<file path="config.mk">
export PLATFORM = sky130hd
export DESIGN_NAME = scan_io_top
export DESIGN_NICKNAME = d
export VERILOG_FILES = /design/src/scan_io_pkg.sv /design/src/host_ctrl.sv /design/src/input_sync.sv /design/src/led_status.sv /design/src/osd_mixer.sv /design/src/scan_io_top.sv
export VERILOG_INCLUDE_DIRS = /design/src
export SDC_FILE = /design/constraint.sdc
export NUM_CORES = 1
export LEC_CHECK = 0
export BUFFER_PORTS_ARGS = -buffer_cell sky130_fd_sc_hd__buf_2
export CAP_MARGIN = 10
export CORE_ASPECT_RATIO = 1.2
export CORE_MARGIN = 2
export CORE_UTILIZATION = 54
export CTS_CLUSTER_SIZE = 28
export DETAILED_ROUTE_END_ITERATION = 10
export GPL_TIMING_DRIVEN = 0
export PLACE_DENSITY = 0.87
export SYNTH_ARGS = -nofsm -noshare
export SYNTH_HDL_FRONTEND = slang
export SYNTH_SLANG_ARGS = --single-unit
</file>
<file path="constraint.sdc">
create_clock -name clk27 -period 6.32 [get_ports clk27]
set_input_delay 1.58 -clock clk27 [delete_from_list [all_inputs] [get_ports clk27]]
set_output_delay 1.58 -clock clk27 [all_outputs]
set_load 0.02 [all_outputs]
</file>
<file path="src/scan_io_macros.svh">
`ifndef SCAN_IO_MACROS_SVH
`define SCAN_IO_MACROS_SVH

// datapath widths
`define SCAN_COLOR_W        8
`define SCAN_CTRL_W         16
`define SCAN_KEY_W          2
`define SCAN_LED_W          8

// resync hold counter, reloads to all ones
`define SCAN_LED_CTR_W      10

// sys_ctrl bit positions
`define SCAN_HSYNC_POL_BIT  8
`define SCAN_VSYNC_POL_BIT  9
`define SCAN_FRAMELOCK_BIT  14

// osd overlay colours, rgb with red on top
`define SCAN_OSD_BLACK      24'h000000
`define SCAN_OSD_BLUE       24'h0000ff
`define SCAN_OSD_YELLOW     24'hffff00
`define SCAN_OSD_WHITE      24'hffffff

`endif

</file>
<file path="src/scan_io_pkg.sv">
`default_nettype none

`include "scan_io_macros.svh"

package scan_io_pkg;

    // one rgb pixel, red in the top byte
    typedef logic [3*`SCAN_COLOR_W-1:0] pixel_t;

    // host data word
    typedef logic [`SCAN_CTRL_W-1:0] ctrl_word_t;

    // overlay colour select from the osd generator
    typedef enum logic [1:0] {
        OSD_BLACK  = 2'd0,
        OSD_BLUE   = 2'd1,
        OSD_YELLOW = 2'd2,
        OSD_WHITE  = 2'd3
    } osd_color_t;

endpackage

`default_nettype wire

</file>
<file path="src/host_ctrl.sv">
`timescale 1ns/100ps
`default_nettype none

`include "scan_io_macros.svh"

module host_ctrl (
    input  wire                         clk27,
    input  wire                         sys_reset_n,
    input  wire                         req_i,
    input  wire                         we_i,
    input  wire                         addr_i,
    input  wire scan_io_pkg::ctrl_word_t wdata_i,
    input  wire [`SCAN_KEY_W-1:0]       key_sync_i,
    output logic                        ack_o,
    output scan_io_pkg::ctrl_word_t     rdata_o,
    output logic                        hsync_pol_o,
    output logic                        vsync_pol_o,
    output logic                        framelock_o
);
    import scan_io_pkg::*;

    typedef enum logic {
        ST_IDLE  = 1'b0,
        ST_ACKED = 1'b1
    } hs_state_t;

    hs_state_t  state;
    logic       req_q;      // sampled request
    logic       accept;
    ctrl_word_t sys_ctrl;
    ctrl_word_t controls;

    // controls word: keys in the low bits, zero above
    assign controls = {{(`SCAN_CTRL_W-`SCAN_KEY_W){1'b0}}, key_sync_i};

    assign accept = (state == ST_IDLE) && req_q;
    assign ack_o  = (state == ST_ACKED);

    // ========================================================================
    // four-phase handshake
    // ========================================================================
    always_ff @(posedge clk27 or negedge sys_reset_n) begin
        if (!sys_reset_n) begin
            req_q <= 1'b0;
            state <= ST_IDLE;
        end else begin
            req_q <= req_i;
            case (state)
                ST_IDLE:  if (req_q) state <= ST_ACKED;
                ST_ACKED: if (!req_q) state <= ST_IDLE;   // wait for host to drop req
                default:  state <= ST_IDLE;
            endcase
        end
    end

    // sys_ctrl updates on the cycle ack rises
    always_ff @(posedge clk27 or negedge sys_reset_n) begin
        if (!sys_reset_n) begin
            sys_ctrl <= '0;
        end else if (accept && we_i && !addr_i) begin
            sys_ctrl <= wdata_i;
        end
    end

    // read data, held while ack is high
    always_ff @(posedge clk27) begin
        if (accept && !we_i) begin
            rdata_o <= addr_i ? controls : sys_ctrl;
        end
    end

    // control fan-out
    assign hsync_pol_o = sys_ctrl[`SCAN_HSYNC_POL_BIT];
    assign vsync_pol_o = sys_ctrl[`SCAN_VSYNC_POL_BIT];
    assign framelock_o = sys_ctrl[`SCAN_FRAMELOCK_BIT];

endmodule

`default_nettype wire

</file>
<file path="src/input_sync.sv">
`timescale 1ns/100ps
`default_nettype none

`include "scan_io_macros.svh"

module input_sync (
    input  wire                    clk27,
    input  wire                    sys_reset_n,
    input  wire [`SCAN_KEY_W-1:0]  key_i,
    input  wire                    hsync_i,
    input  wire                    vsync_i,
    input  wire                    fid_i,
    input  wire                    resync_strobe_i,
    input  wire                    hsync_pol_i,
    input  wire                    vsync_pol_i,
    output logic [`SCAN_KEY_W-1:0] key_sync_o,
    output logic                   hsync_o,
    output logic                   vsync_o,
    output logic                   fid_o,
    output logic                   resync_pulse_o
);

    logic [`SCAN_KEY_W-1:0] key_sync1;
    logic [`SCAN_KEY_W-1:0] key_sync2;
    logic [1:0]             hsync_sync;     // [0] first flop, [1] second
    logic [1:0]             vsync_sync;
    logic [1:0]             fid_sync;
    logic [1:0]             resync_sync;
    logic                   resync_prev;

    // ========================================================================
    // two-flop synchronizers
    // ========================================================================
    always_ff @(posedge clk27 or negedge sys_reset_n) begin
        if (!sys_reset_n) begin
            key_sync1   <= '1;          // buttons are active low
            key_sync2   <= '1;
            hsync_sync  <= '0;
            vsync_sync  <= '0;
            fid_sync    <= '0;
            resync_sync <= '0;
            resync_prev <= 1'b0;
        end else begin
            key_sync1   <= key_i;
            key_sync2   <= key_sync1;
            hsync_sync  <= {hsync_sync[0], hsync_i};
            vsync_sync  <= {vsync_sync[0], vsync_i};
            fid_sync    <= {fid_sync[0], fid_i};
            resync_sync <= {resync_sync[0], resync_strobe_i};
            resync_prev <= resync_sync[1];
        end
    end

    // registered rising-edge pulse of the resync strobe
    always_ff @(posedge clk27 or negedge sys_reset_n) begin
        if (!sys_reset_n) begin
            resync_pulse_o <= 1'b0;
        end else begin
            resync_pulse_o <= resync_sync[1] & ~resync_prev;
        end
    end

    assign key_sync_o = key_sync2;
    assign hsync_o    = hsync_sync[1] ^ hsync_pol_i;   // active high after polarity fix
    assign vsync_o    = vsync_sync[1] ^ vsync_pol_i;
    assign fid_o      = fid_sync[1];

endmodule

`default_nettype wire

</file>
<file path="src/led_status.sv">
`timescale 1ns/100ps
`default_nettype none

`include "scan_io_macros.svh"

module led_status (
    input  wire                    clk27,
    input  wire                    sys_reset_n,
    input  wire                    resync_pulse_i,
    input  wire                    framelock_i,
    output logic [`SCAN_LED_W-1:0] led_o
);

    logic [`SCAN_LED_CTR_W-1:0] resync_led_ctr;
    logic                       resync_active;

    // ========================================================================
    // resync hold counter
    // ========================================================================
    always_ff @(posedge clk27 or negedge sys_reset_n) begin
        if (!sys_reset_n) begin
            resync_led_ctr <= '0;
        end else if (resync_pulse_i) begin
            resync_led_ctr <= {`SCAN_LED_CTR_W{1'b1}};   // restart hold
        end else if (resync_active) begin
            resync_led_ctr <= resync_led_ctr - 1'b1;
        end
    end

    assign resync_active = (resync_led_ctr != '0);

    // led word: framelock on top, no-ir-code flag, resync in the low bits.
    // the ir receiver is not part of this design so bit 3 stays lit
    assign led_o = {{4{framelock_i}}, 1'b1, {3{resync_active}}};

endmodule

`default_nettype wire

</file>
<file path="src/osd_mixer.sv">
`timescale 1ns/100ps
`default_nettype none

`include "scan_io_macros.svh"

module osd_mixer (
    input  wire                         clk27,
    input  wire                         sys_reset_n,
    input  wire scan_io_pkg::pixel_t    pix_i,
    input  wire                         hs_i,
    input  wire                         vs_i,
    input  wire                         de_i,
    input  wire                         osd_enable_i,
    input  wire scan_io_pkg::osd_color_t osd_color_i,
    output scan_io_pkg::pixel_t         pix_o,
    output logic                        hs_o,
    output logic                        vs_o,
    output logic                        de_o
);
    import scan_io_pkg::*;

    pixel_t osd_pix;
    pixel_t pix_s1;
    logic   hs_s1;
    logic   vs_s1;
    logic   de_s1;

    // overlay colour lookup
    always_comb begin
        case (osd_color_i)
            OSD_BLACK:  osd_pix = `SCAN_OSD_BLACK;
            OSD_BLUE:   osd_pix = `SCAN_OSD_BLUE;
            OSD_YELLOW: osd_pix = `SCAN_OSD_YELLOW;
            default:    osd_pix = `SCAN_OSD_WHITE;
        endcase
    end

    // ========================================================================
    // stage 1: overlay mux
    // ========================================================================
    always_ff @(posedge clk27 or negedge sys_reset_n) begin
        if (!sys_reset_n) begin
            pix_s1 <= '0;
            hs_s1  <= 1'b0;
            vs_s1  <= 1'b0;
            de_s1  <= 1'b0;
        end else begin
            pix_s1 <= osd_enable_i ? osd_pix : pix_i;
            hs_s1  <= hs_i;
            vs_s1  <= vs_i;
            de_s1  <= de_i;
        end
    end

    // ========================================================================
    // stage 2: output pin register
    // ========================================================================
    always_ff @(posedge clk27 or negedge sys_reset_n) begin
        if (!sys_reset_n) begin
            pix_o <= '0;
            hs_o  <= 1'b0;
            vs_o  <= 1'b0;
            de_o  <= 1'b0;
        end else begin
            pix_o <= pix_s1;
            hs_o  <= hs_s1;
            vs_o  <= vs_s1;
            de_o  <= de_s1;
        end
    end

endmodule

`default_nettype wire

</file>
<file path="src/scan_io_top.sv">
`timescale 1ns/100ps
`default_nettype none

`include "scan_io_macros.svh"

module scan_io_top (
    input  wire                          clk27,
    input  wire                          sys_reset_n,
    // host register port
    input  wire                          req_i,
    input  wire                          we_i,
    input  wire                          addr_i,
    input  wire scan_io_pkg::ctrl_word_t wdata_i,
    output scan_io_pkg::ctrl_word_t      ack_rdata_unused_guard_o,
    output logic                         ack_o,
    output scan_io_pkg::ctrl_word_t      rdata_o,
    // buttons and digitizer syncs
    input  wire [`SCAN_KEY_W-1:0]        key_i,
    input  wire                          hsync_i,
    input  wire                          vsync_i,
    input  wire                          fid_i,
    input  wire                          resync_strobe_i,
    output logic                         hsync_o,
    output logic                         vsync_o,
    output logic                         fid_o,
    output logic [`SCAN_LED_W-1:0]       led_o,
    // pixel path
    input  wire scan_io_pkg::pixel_t     pix_i,
    input  wire                          hs_i,
    input  wire                          vs_i,
    input  wire                          de_i,
    input  wire                          osd_enable_i,
    input  wire scan_io_pkg::osd_color_t osd_color_i,
    output scan_io_pkg::pixel_t          tx_pix_o,
    output logic                         tx_hs_o,
    output logic                         tx_vs_o,
    output logic                         tx_de_o
);

    logic [`SCAN_KEY_W-1:0] key_sync;
    logic                   hsync_pol;
    logic                   vsync_pol;
    logic                   framelock;
    logic                   resync_pulse;

    // mirror of the read data for the board debug header
    assign ack_rdata_unused_guard_o = rdata_o;

    host_ctrl u_host_ctrl (
        .clk27       (clk27),
        .sys_reset_n (sys_reset_n),
        .req_i       (req_i),
        .we_i        (we_i),
        .addr_i      (addr_i),
        .wdata_i     (wdata_i),
        .key_sync_i  (key_sync),
        .ack_o       (ack_o),
        .rdata_o     (rdata_o),
        .hsync_pol_o (hsync_pol),
        .vsync_pol_o (vsync_pol),
        .framelock_o (framelock)
    );

    input_sync u_input_sync (
        .clk27           (clk27),
        .sys_reset_n     (sys_reset_n),
        .key_i           (key_i),
        .hsync_i         (hsync_i),
        .vsync_i         (vsync_i),
        .fid_i           (fid_i),
        .resync_strobe_i (resync_strobe_i),
        .hsync_pol_i     (hsync_pol),
        .vsync_pol_i     (vsync_pol),
        .key_sync_o      (key_sync),
        .hsync_o         (hsync_o),
        .vsync_o         (vsync_o),
        .fid_o           (fid_o),
        .resync_pulse_o  (resync_pulse)
    );

    led_status u_led_status (
        .clk27          (clk27),
        .sys_reset_n    (sys_reset_n),
        .resync_pulse_i (resync_pulse),
        .framelock_i    (framelock),
        .led_o          (led_o)
    );

    osd_mixer u_osd_mixer (
        .clk27        (clk27),
        .sys_reset_n  (sys_reset_n),
        .pix_i        (pix_i),
        .hs_i         (hs_i),
        .vs_i         (vs_i),
        .de_i         (de_i),
        .osd_enable_i (osd_enable_i),
        .osd_color_i  (osd_color_i),
        .pix_o        (tx_pix_o),
        .hs_o         (tx_hs_o),
        .vs_o         (tx_vs_o),
        .de_o         (tx_de_o)
    );

endmodule

`default_nettype wire

</file>
# Word level (Yosys, flattened, before mapping)
# Index checks and enable logic that the tools add are counted.
[totals] ff_bits=112 inputBits=57 out_inout_bits=71 word_cells=45
[classes] n_addsub=1 n_eq_ne=2 n_mux=6 n_bitwise=5 n_reduce_logical=9
[ops] op="$pmux W24 S3" count=1
[ops] op="$mux W24" count=1
[ops] op="$mux W10" count=2
[ops] op="$reduce_bool A10 Y1" count=1
[ops] op="$sub A10 B1 Y10 const B" count=1
[ops] op="$logic_and A1 B1 Y1" count=4
[ops] op="$eq A2 B1 Y1 const B" count=1
[ops] op="$eq A2 B2 Y1 const B" count=1
[ops] op="$logic_not A1 Y1" count=2
[ops] op="$logic_not A2 Y1" count=1
[ops] op="$mux W2" count=1
[ops] op="$not A1 Y1" count=2
[ops] op="$reduce_bool A2 Y1" count=1
[ops] op="$xor A1 B1 Y1" count=2
[ops] op="$and A1 B1 Y1" count=1
[ops] op="$mux W1" count=1

# Logic depth before layout (Yosys ltp)
# Gate-level depths: netlist (run 1).
[depth] depth_word=4 mapped_depth=6 depth_no_buf=5

# By module
# Synthesis (run 1) repeated with hierarchy kept, for this count alone.
[hier_totals] hier_cells=253 area_unflattened_um2=4242.8
[by_module_without_submodules] mod="osd_mixer" instances=1 cells_per_inst=82 area_each_um2=1752.9 seq_area_each_um2=1351.3
[by_module_without_submodules] mod="host_ctrl" instances=1 cells_per_inst=71 area_each_um2=1323.8 seq_area_each_um2=930.9
[by_module_without_submodules] mod="led_status" instances=1 cells_per_inst=67 area_each_um2=666.9 seq_area_each_um2=250.2
[by_module_without_submodules] mod="input_sync" instances=1 cells_per_inst=17 area_each_um2=379.1 seq_area_each_um2=355.3
[by_module_without_submodules] mod="scan_io_top" instances=1 cells_per_inst=16 area_each_um2=120.1 seq_area_each_um2=0.0

# Worst setup path before layout (run 1)
# No wires, ideal clock.
[synth_timing] path_kind="input to register" start="input we_i" end="register u_host_ctrl.rdata_o[0] (enable)" setup_time_ps=413 t_arrival_ps=2819 t_required_ps=5907 setup_slack_ps=3088 path_stages=1 path_buffers=0 path_cell_list="nor3b_1"
[synth_between] elab_chain_len=2
[synth_lines] element="start: declaration" line="scan_io_top.sv:11" source="input wire we_i,"
[synth_lines] element="$logic_not A1 Y1" line="host_ctrl.sv:67" source="if (accept && !we_i) begin"
[synth_lines] element="$logic_and A1 B1 Y1" line="host_ctrl.sv:67"
[synth_lines] element="end signal: assignment" line="host_ctrl.sv:68" source="rdata_o <= addr_i ? controls : sys_ctrl;"
[synth_lines] element="end: declaration" line="host_ctrl.sv:15" source="output scan_io_pkg::ctrl_word_t rdata_o,"
# Every way passes these cells.
# A chain may end at the register's enable or synchronous reset.

# Worst setup path in the final report (run 1)
[layout_timing] start="register u_led_status.resync_led_ctr[0]" end="output led_o[2]"
[layout_between] elab_chain_len=1
[layout_lines] element="start: declaration" line="led_status.sv:14" source="logic [`SCAN_LED_CTR_W-1:0] resync_led_ctr;"
[layout_lines] element="start signal: assignment" line="led_status.sv:24" source="resync_led_ctr <= {`SCAN_LED_CTR_W{1'b1}};"
[layout_lines] element="start signal: assignment" line="led_status.sv:26" source="resync_led_ctr <= resync_led_ctr - 1'b1;"
[layout_lines] element="$reduce_bool A10 Y1" line="led_status.sv:30" source="assign resync_active = (resync_led_ctr != '0);"
[layout_lines] element="end: declaration" line="scan_io_top.sv:26" source="output logic [`SCAN_LED_W-1:0] led_o,"
# Every way passes these cells.

==> results of run 1 <==
per-stage QoR:
step	hold WS, ns	worst slack, ns	utilization (%)
CTS	0.3472	2.422	69.19
finish	0.3447	2.439	69.19
global placement	0.3324	2.503	65.54
global route	0.3605	2.299	69.19
detailed placement	0.3347	2.843	66.18
floorplan	0.3312	3.088	-
area by class of cell:
class | instances | area (µm²) | share of cell area, %
multi-input cells | 106 | 769.5 | 15.38
repair buffers | 128 | 671.9 | 13.43
well taps | 90 | 112.6 | 2.251
inverters | 30 | 112.6 | 2.251
clock buffers | 11 | 162.7 | 3.251
plain buffers | 33 | 231.5 | 4.626
flip-flops and latches | 112 | 2888 | 57.71
clock inverters | 5 | 55.05 | 1.100
routing by layer:
layer / part of all wire (%) / up-vias
met4: 2.6 / 0
met1: 41 / 1166
met5: 0 / -
li1: - / 1172
met2: 51 / 90
met3: 5.4 / 14
flip-flops by register name, summed over array words and instances (netlist names), 2 cells and up:
register,cells
u_input_sync.vsync_sync,2
u_input_sync.key_sync_o,2
u_input_sync.hsync_sync,2
u_input_sync.key_sync1,2
u_host_ctrl.sys_ctrl,16
u_host_ctrl.rdata_o,16
u_led_status.resync_led_ctr,10
u_osd_mixer.pix_s1,24
u_osd_mixer.pix_o,24
u_input_sync.fid_sync,2
u_input_sync.resync_sync,2
power breakdown:
part | total, mW | switching (mW) | internal [mW]
clock network | 0.433 | 0.245 | 0.189
registers | 0.835 | 0.0349 | 0.801
logic | 0.194 | 0.105 | 0.0891
cell families after synthesis:
group	after synthesis
flops	112
fa+ha+maj	1
compound gates	36
mux	23
xor+xnor	2
buf+inv	63
simple gates	43
other cells	1
critical path, stage by stage, from the launching register on:
cell	delay, ns
dfrtp_1	0.42
inv_1	0.08
ha_1	0.24
or3b_1	0.49
nor4_4	0.28
inv_1	0.12
buf_4	0.15
buf_2	0.15
worst max path at each step:
stage	endpoint	cells past startpoint
floorplan	u_host_ctrl.rdata_o[0]$_DFFE_PP_	1
global placement	u_host_ctrl.rdata_o[9]$_SDFFCE_PP0P_	2
detailed placement	led_o[2]	7
CTS	led_o[1]	7
global route	led_o[2]	7
finish	led_o[2]	7
cells in the final DEF (no fill, tap or decap), types with 2 or more instances in the layout:
cell and instances:
a21oi_1 5, buf_2 128, buf_4 26, clkbuf_1 4, clkbuf_8 11, dfrtp_1 92
dfstp_2 4, edfxtp_1 16, inv_1 30, inv_8 2, mux2_2 18, mux2i_1 5
nand2_1 2, nand3b_1 2, nor2_1 6, nor2b_1 16, nor3_1 2, nor4_1 4
o21ai_0 28, xor2_1 2
==> impl_table.tex, run 1 <==
\begin{tabular}{lr}
\hline
Metric & Value \\
\hline
\multicolumn{2}{l}{\textbf{Synth}} \\
\quad Mean instance size in the synthesized netlist & 14.22 µm² \\
\quad Register area share after synthesis & 72.26\% \\
\quad Post-synth top flop & dfrtp\_1 \\
\quad Number of flip-flops and latches in the synthesized netlist & 112 \\
\quad Most instantiated library cell after synthesis & dfrtp\_1 \\
\quad Net count after synthesis & 339 \\
\quad Cell variety after synth & 35 \\
\quad Syn Inst Count & 281 \\
\quad Netlist area before placement & 3996 µm² \\
\quad Largest area contributor in the synthesized netlist & dfrtp\_1 \\
\quad Area contributors post-synth & dfrtp\_1, edfxtp\_1, mux2\_2 \\
\quad Leading post-synthesis cells by instance count & dfrtp\_1, inv\_1, o21ai\_0 \\
\quad Arithmetic-cell share of the synthesized area counting full adders, half adders and majority gates & 0.3131\% \\
\quad Yosys warns & 0 \\
\quad Multiplexer area fraction after synthesis & 6.324\% \\
\quad Synth Area in Compound Gates & 4.947\% \\
\quad Area fraction in and, or, nand and nor cells after synthesis & 7.013\% \\
\quad Count of flip-flops with a built-in enable after synthesis & 16 \\
\quad Fraction of registers with async set or reset after synthesis & 85.71\% \\
\quad Xor/xnor cell area share of the yosys netlist & 0.4383\% \\
\quad Area share of the leading cell type in the synthesized netlist & 57.61\% \\
\quad Largest family of logic cells by synthesized area & buffers and inverters \\
\multicolumn{2}{l}{\textbf{Setup path}} \\
\quad Critical path class & reg2out \\
\quad Setup crit end kind & primary output \\
\quad Worst setup SP type & flop \\
\quad Biggest fanout along the worst timing path & 6 \\
\quad Critical path startpoint & u\_led\_status.resync\_led\_ctr[0]\$\_DFFE\_PN0P\_ \\
\quad FF-to-FF path depth & 5 \\
\quad Launching point of the worst reg2reg path & u\_led\_status.resync\_led\_ctr[0]\$\_DFFE\_PN0P\_ \\
\quad Arrival @ worst endpoint & 2.30 ns \\
\quad Endpoint of the most critical register-to-register path & u\_led\_status.resync\_led\_ctr[1]\$\_DFFE\_PN0P\_ \\
\quad Register-to-register path setup slack & 4.49 ns \\
\quad Endpoint required time on the critical path & 4.74 ns \\
\multicolumn{2}{l}{\textbf{Global route}} \\
\quad Met3 Usage GRT & 2.957\% \\
\quad Tot GR Track Use & 18.88\% \\
\quad Global-route wire length before repair & 11340 µm \\
\quad Largest net degree at the start of global routing & 69 \\
\quad Met1 usage in global routing & 24.03\% \\
\quad Layer with the highest usage after global routing & met2 \\
\quad Number of global-route vias before repair & 2423 \\
\quad Number of antenna violations at the first check in global routing & 0 \\
\quad Met2 Track Usage GR & 30.77\% \\
\quad Leftover overflow at the end of global routing & 0 \\
\multicolumn{2}{l}{\textbf{Floorplan}} \\
\quad Chip height & 98.24 µm \\
\quad Die Outline Area & 8107 µm² \\
\quad Horiz. Die Dim & 82.53 µm \\
\quad Starting Density & 55.26\% \\
\quad Number of top-level pins & 128 \\
\quad Total number of placement rows & 34 \\
\quad Area of the core & 7232 µm² \\
\multicolumn{2}{l}{\textbf{Drt}} \\
\quad Starting DRC count in detailed routing & 136 \\
\quad Pre-antenna DRT Iters & 4 \\
\quad Post-detailed-route via-to-cell ratio & 4.742 \\
\quad Via count of the routed design & 2442 \\
\quad Post-detailed-route DRC marker count & 0 \\
\quad Residual antenna-violating net count after detailed routing & 0 \\
\quad WL per Instance & 14.01 µm \\
\quad Total wirelength of the detailed-routed design & 7213 µm \\
\multicolumn{2}{l}{\textbf{CTS}} \\
\quad Post-cts resize count & 0 \\
\quad Clock insertion delay at the later pin of the skew report & 0.37 ns \\
\quad Count of clock tree sinks & 112 \\
\quad Clk pin slew, worst setup/hold paths & 0.11 ns \\
\quad Clock Tree Buf Depth & 2 \\
\quad TritonCTS buffer count & 9 \\
\quad H-Tree Level Count & 3 \\
\quad Post-CTS Repair Setup Buffers & 0 \\
\quad TritonCTS clock tree & done \\
\quad Cell at the root of the clock tree & clkbuf\_8 \\
\quad Cts hold-fix bufs & 0 \\
\multicolumn{2}{l}{\textbf{Hold path}} \\
\quad Tightest Hold Check Type & reg2reg \\
\quad Hold path endpoint & u\_osd\_mixer.pix\_o[21]\$\_DFF\_PN0\_ \\
\quad Depth of the worst hold-timing path & 0 \\
\quad Hold Crit Start & u\_osd\_mixer.pix\_s1[21]\$\_DFF\_PN0\_ \\
\multicolumn{2}{l}{\textbf{STA}} \\
\quad Number of endpoints with negative hold slack in the final report & 0 \\
\quad Worst rel slew slack & 66.56\% \\
\quad Final critical-path share of the clock period & 61.41\% \\
\quad Max Transition Viols Final & 0 \\
\quad Top achievable clock speed & 0.2577 GHz \\
\quad Final Critical Period & 3.881 ns \\
\quad Actual slew at the worst max-slew pin & 0.4969 ns \\
\quad Final TNS setup & 0 ns \\
\quad Setup repair after global routing missed its margin & false \\
\quad Worst clock skew & 0.01201 ns \\
\quad Endpoints failing setup & 0 \\
\multicolumn{2}{l}{\textbf{Power}} \\
\quad Final total power & 1.463 mW \\
\quad Power per cell area & 292.5 nW/µm² \\
\quad Max IR drop VDD & 160.6 µV \\
\quad Leakage power of the design & 2.428 nW \\
\multicolumn{2}{l}{\textbf{Place}} \\
\quad Post-Place Cell Area & 4786 µm² \\
\quad Dpl cells & 499 \\
\quad Placed wire-length estimate & 5386 µm \\
\quad Count of input and output buffers & 126 \\
\quad RePlAce Congestion & 0.7662 \\
\multicolumn{2}{l}{\textbf{Outcome}} \\
\quad Status & complete, no violations \\
\multicolumn{2}{l}{\textbf{Layout}} \\
\quad Final-layout fill cell count & 513 \\
\quad Finished Cell Area & 5004 µm² \\
\quad Number of antenna repair diodes & 0 \\
\quad Layout Area Growth over Synthesis & 25.20\% \\
\quad Post-layout instance count excluding filler cells & 515 \\
\quad Fraction of layout cells with a size suffix above 1 & 47.53\% \\
\quad Final net count & 478 \\
\multicolumn{2}{l}{\textbf{Flow run}} \\
\quad \# Max-Cap Violations & 0 \\
\hline
\end{tabular}
Note: power is estimated with default switching activity, not from simulation.
==> inputs of run 2 (changes only) <==
--- a/config.mk
+++ b/config.mk
@@ -6,15 +6,16 @@
 export SDC_FILE = /design/constraint.sdc
 export NUM_CORES = 1
 export LEC_CHECK = 0
+export ABC_AREA = 1
 export BUFFER_PORTS_ARGS = -buffer_cell sky130_fd_sc_hd__buf_2
 export CAP_MARGIN = 10
 export CORE_ASPECT_RATIO = 1.2
 export CORE_MARGIN = 2
-export CORE_UTILIZATION = 54
+export CORE_UTILIZATION = 50
 export CTS_CLUSTER_SIZE = 28
 export DETAILED_ROUTE_END_ITERATION = 10
 export GPL_TIMING_DRIVEN = 0
-export PLACE_DENSITY = 0.87
+export PLACE_DENSITY = 0.82
 export SYNTH_ARGS = -nofsm -noshare
 export SYNTH_HDL_FRONTEND = slang
 export SYNTH_SLANG_ARGS = --single-unit
==> constraint.sdc (replaced) <==
create_clock -name clk27 -period 3.7 [get_ports clk27]
set_input_delay 0.925 -clock clk27 [delete_from_list [all_inputs] [get_ports clk27]]
set_output_delay 0.925 -clock clk27 [all_outputs]
set_load 0.02 [all_outputs]
==> run 2 against run 1 <==
Net effect: the flow now finishes with violations (design-rule violations); final cell count increased by 11%; via count increased by 7.5%; count of clock-buffer cells in the layout decreased by 1; synthesized area increased by 0.66%; worst hold slack improved by 0.012 ns; sequential cell count unchanged; sequential share of layout area decreased by 0.072 points; clock skew increased by 0.0011 ns; highest routed layer unchanged.
==> impl_table.tex, run 2 <==
\begin{tabular}{lr}
\hline
Metric & Value \\
\hline
\multicolumn{2}{l}{\textbf{Outcome}} \\
\quad Status & complete, but fails checks \\
\quad Failing checks & design-rule violations \\
\multicolumn{2}{l}{\textbf{Place}} \\
\quad RePlAce Congestion & 0.7772 (+1.4\%) \\
\quad Minimum setup slack after placement & 1.349 ns (-1.495 ns) \\
\quad Post-Place Cell Area & 4810 µm² (+0.50\%) \\
\quad Placed wire-length estimate & 5537 µm (+2.8\%) \\
\quad Count of input and output buffers & 125 (-0.79\%) \\
\quad Dpl cells & 557 (+12\%) \\
\multicolumn{2}{l}{\textbf{Power}} \\
\quad Leakage power of the design & 2.645 nW (+8.9\%) \\
\quad Power per cell area & 486.4 nW/µm² (+66\%) \\
\quad Max IR drop VDD & 253.8 µV (+58\%) \\
\quad Final total power & 2.437 mW (+67\%) \\
\multicolumn{2}{l}{\textbf{Drt}} \\
\quad Via count of the routed design & 2626 (+7.5\%) \\
\quad Total wirelength of the detailed-routed design & 7239 µm (+0.36\%) \\
\quad Post-detailed-route DRC marker count & 11 (+11) \\
\quad Post-detailed-route via-to-cell ratio & 4.583 (-3.4\%) \\
\quad Pre-antenna DRT Iters & 8 (+4) \\
\quad Residual antenna-violating net count after detailed routing & 0 (unchanged) \\
\quad WL per Instance & 12.63 µm (-9.8\%) \\
\quad Starting DRC count in detailed routing & 130 (-4.4\%) \\
\multicolumn{2}{l}{\textbf{Synth}} \\
\quad Arithmetic-cell share of the synthesized area counting full adders, half adders and majority gates & 0.3110\% (-0.0020 points) \\
\quad Largest family of logic cells by synthesized area & simple AND/OR/NAND/NOR gates \\
\quad Leading post-synthesis cells by instance count & dfrtp\_1, inv\_1, nor2\_1 \\
\quad Mean instance size in the synthesized netlist & 11.90 µm² (-16\%) \\
\quad Yosys warns & 0 (unchanged) \\
\quad Fraction of registers with async set or reset after synthesis & 85.71\% (unchanged) \\
\quad Cell variety after synth & 29 (-17\%) \\
\quad Area contributors post-synth & dfrtp\_1, edfxtp\_1, inv\_1 \\
\quad Area fraction in and, or, nand and nor cells after synthesis & 10.82\% (+3.8 points) \\
\quad Number of flip-flops and latches in the synthesized netlist & 112 (unchanged) \\
\quad Xor/xnor cell area share of the yosys netlist & 0.4355\% (-0.0029 points) \\
\quad Multiplexer area fraction after synthesis & 0\% (-6.3 points) \\
\quad Netlist area before placement & 4023 µm² (+0.66\%) \\
\quad Register area share after synthesis & 71.79\% (-0.47 points) \\
\quad Most instantiated library cell after synthesis & dfrtp\_1 \\
\quad Area share of the leading cell type in the synthesized netlist & 57.23\% (-0.38 points) \\
\quad Synth Area in Compound Gates & 6.003\% (+1.1 points) \\
\quad Net count after synthesis & 396 (+17\%) \\
\quad Largest area contributor in the synthesized netlist & dfrtp\_1 \\
\quad Post-synth top flop & dfrtp\_1 \\
\quad Syn Inst Count & 338 (+20\%) \\
\quad Count of flip-flops with a built-in enable after synthesis & 16 (unchanged) \\
\multicolumn{2}{l}{\textbf{Layout}} \\
\quad Post-layout instance count excluding filler cells & 573 (+11\%) \\
\quad Layout Area Growth over Synthesis & 24.54\% \\
\quad Highest-count cells in the layout ignoring fill and taps & buf\_2, dfrtp\_1, inv\_1 \\
\quad Final net count & 534 (+12\%) \\
\quad Regs by FF count & u\_osd\_mixer.pix\_o x24, u\_osd\_mixer.pix\_s1 x24 \\
\quad Most common cell after layout, fill and taps aside & buf\_2 \\
\quad Finished Cell Area & 5010 µm² (+0.12\%) \\
\quad Final design utilization & 64.63\% (-4.6 points) \\
\quad Fraction of layout cells with a size suffix above 1 & 38.67\% (-8.9 points) \\
\quad Number of antenna repair diodes & 0 (unchanged) \\
\multicolumn{2}{l}{\textbf{Setup path}} \\
\quad Setup crit end kind & primary output \\
\quad Arrival @ worst endpoint & 1.81 ns (-0.49 ns) \\
\quad Launching point of the worst reg2reg path & u\_led\_status.resync\_led\_ctr[0]\$\_DFFE\_PN0P\_ \\
\quad Endpoint required time on the critical path & 2.77 ns (-1.97 ns) \\
\quad Worst setup SP type & flop \\
\quad Critical path class & reg2out \\
\quad Biggest fanout along the worst timing path & 8 (+2) \\
\quad Critical path startpoint & u\_led\_status.resync\_led\_ctr[0]\$\_DFFE\_PN0P\_ \\
\quad Endpoint of the most critical register-to-register path & u\_led\_status.resync\_led\_ctr[7]\$\_DFFE\_PN0P\_ \\
\quad Critical path capture point & led\_o[0] \\
\quad FF-to-FF path depth & 7 (+2) \\
\quad Register-to-register path setup slack & 2.24 ns (-2.25 ns) \\
\multicolumn{2}{l}{\textbf{Floorplan}} \\
\quad Area of the core & 7751 µm² (+7.2\%) \\
\quad Starting Density & 51.90\% (-3.4 points) \\
\quad Horiz. Die Dim & 85.88 µm (+4.1\%) \\
\quad Number of top-level pins & 128 (unchanged) \\
\quad Total number of placement rows & 35 (+2.9\%) \\
\quad Chip height & 102.3 µm (+4.1\%) \\
\quad Die Outline Area & 8782 µm² (+8.3\%) \\
\multicolumn{2}{l}{\textbf{STA}} \\
\quad Top achievable clock speed & 0.3654 GHz \\
\quad Final Critical Period & 2.737 ns \\
\quad Final TNS setup & 0 ns (unchanged) \\
\quad Worst clock skew & 0.01314 ns (+0.001123 ns) \\
\quad Endpoints failing setup & 0 (unchanged) \\
\quad Number of endpoints with negative hold slack in the final report & 0 (unchanged) \\
\quad Post-Route Hold Slack & 0.3567 ns (+0.01193 ns) \\
\quad Max Transition Viols Final & 0 (unchanged) \\
\quad Final critical-path share of the clock period & 73.96\% \\
\quad Setup repair after global routing missed its margin & false \\
\quad Final critical-path setup slack & 0.9635 ns (-1.476 ns) \\
\multicolumn{2}{l}{\textbf{CTS}} \\
\quad Post-CTS Repair Setup Buffers & 0 (unchanged) \\
\quad TritonCTS buffer count & 9 (unchanged) \\
\quad Post-cts resize count & 0 (unchanged) \\
\quad Cts hold-fix bufs & 0 (unchanged) \\
\quad Clock Tree Buf Depth & 2 (unchanged) \\
\quad Cell at the root of the clock tree & clkbuf\_8 \\
\quad Clk pin slew, worst setup/hold paths & 0.11 ns (about the same) \\
\quad Clock insertion delay at the later pin of the skew report & 0.36 ns (about the same) \\
\quad Count of clock tree sinks & 112 (unchanged) \\
\quad TritonCTS clock tree & done \\
\quad H-Tree Level Count & 3 (unchanged) \\
\multicolumn{2}{l}{\textbf{Global route}} \\
\quad Number of global-route vias before repair & 2550 (+5.2\%) \\
\quad Leftover overflow at the end of global routing & 0 (unchanged) \\
\quad Largest net degree at the start of global routing & 71 (+2.9\%) \\
\quad Tot GR Track Use & 17.40\% (-1.5 points) \\
\quad Global-route wire length before repair & 11590 µm (+2.3\%) \\
\quad Number of antenna violations at the first check in global routing & 0 (unchanged) \\
\multicolumn{2}{l}{\textbf{Hold path}} \\
\quad Tightest Hold Check Type & reg2reg \\
\quad Depth of the worst hold-timing path & 0 (unchanged) \\
\multicolumn{2}{l}{\textbf{Flow run}} \\
\quad \# Max-Cap Violations & 0 (unchanged) \\
\hline
\end{tabular}
[run 2: changes by cell type after synthesis, moves of 2 or more]
cell | before | now
nand3_1 | 0 | 13
a21oi_1 | 5 | 17
nor2b_1 | 16 | 0
mux2_2 | 18 | 0
nand2_4 | 0 | 2
nor2_1 | 6 | 41
nor4_1 | 4 | 0
o21ai_0 | 28 | 19
mux2i_1 | 5 | 0
inv_1 | 30 | 54
nand2_1 | 2 | 21
o21ai_1 | 0 | 9
[run 2: per-layer routing]
layer | track usage, % | vias to the layer above | wire length [µm]
met5 | 0 | - | 0
met4 | 7.692 | 0 | 109
met3 | 3.150 | 9 | 520
met2 | 28.86 | 98 | 3716
met1 | 22.60 | 1221 | 2892
li1 | - | 1298 | -
[run 2: layout make-up]
cell class                      instances  area, µm²
Clock buffer                           10      137.6
Tap cell                               92      115.1
Inverter                               55      206.4
Multi-Input combinational cell        139      715.7
Clock inverter                          6      62.56
Fill cell                             586       2741
Sequential cell                       112       2888
Timing Repair Buffer                  127      666.9
Buffer                                 32      217.7
[run 2: logic make-up (layout without fill, tap and decap cells)]
logic type	Yosys count	after routing
flip-flops	112	112
AND/OR/NAND/NOR	88	88
buffers and inverters	87	230
AO/OA/AOI/OAI	47	47
XOR/XNOR	2	2
adder cells (fa/ha/maj)	1	1
other	1	1
[run 2: critical path, cell delays in order, from the launching register on]
cell and delay (ns):
dfrtp_1 0.41, inv_1 0.10, ha_1 0.28, nand2_4 0.10
nor2_8 0.16, nand2_4 0.10, buf_4 0.15, buf_2 0.15
[run 2: how the worst min path moves through the flow]
stage	start	end	slack (ns)
floorplan	u_input_sync.fid_sync[0]$_DFF_PN0_	u_input_sync.fid_sync[1]$_DFF_PN0_	0.33
global placement	u_osd_mixer.vs_s1$_DFF_PN0_	u_osd_mixer.vs_o$_DFF_PN0_	0.33
detailed placement	u_osd_mixer.pix_s1[18]$_DFF_PN0_	u_osd_mixer.pix_o[18]$_DFF_PN0_	0.34
CTS	u_osd_mixer.pix_s1[19]$_DFF_PN0_	u_osd_mixer.pix_o[19]$_DFF_PN0_	0.36
global route	u_osd_mixer.pix_s1[19]$_DFF_PN0_	u_osd_mixer.pix_o[19]$_DFF_PN0_	0.36
finish	u_osd_mixer.pix_s1[19]$_DFF_PN0_	u_osd_mixer.pix_o[19]$_DFF_PN0_	0.36
[run 2: report_power, final]
group | internal (mW) | switching [mW] | leakage [nW]
Sequential | 1.36 | 0.0459 | 1.24
Clock | 0.280 | 0.409 | 0.102
Combinational | 0.129 | 0.212 | 1.30
Total | 1.77 | 0.667 | 2.64
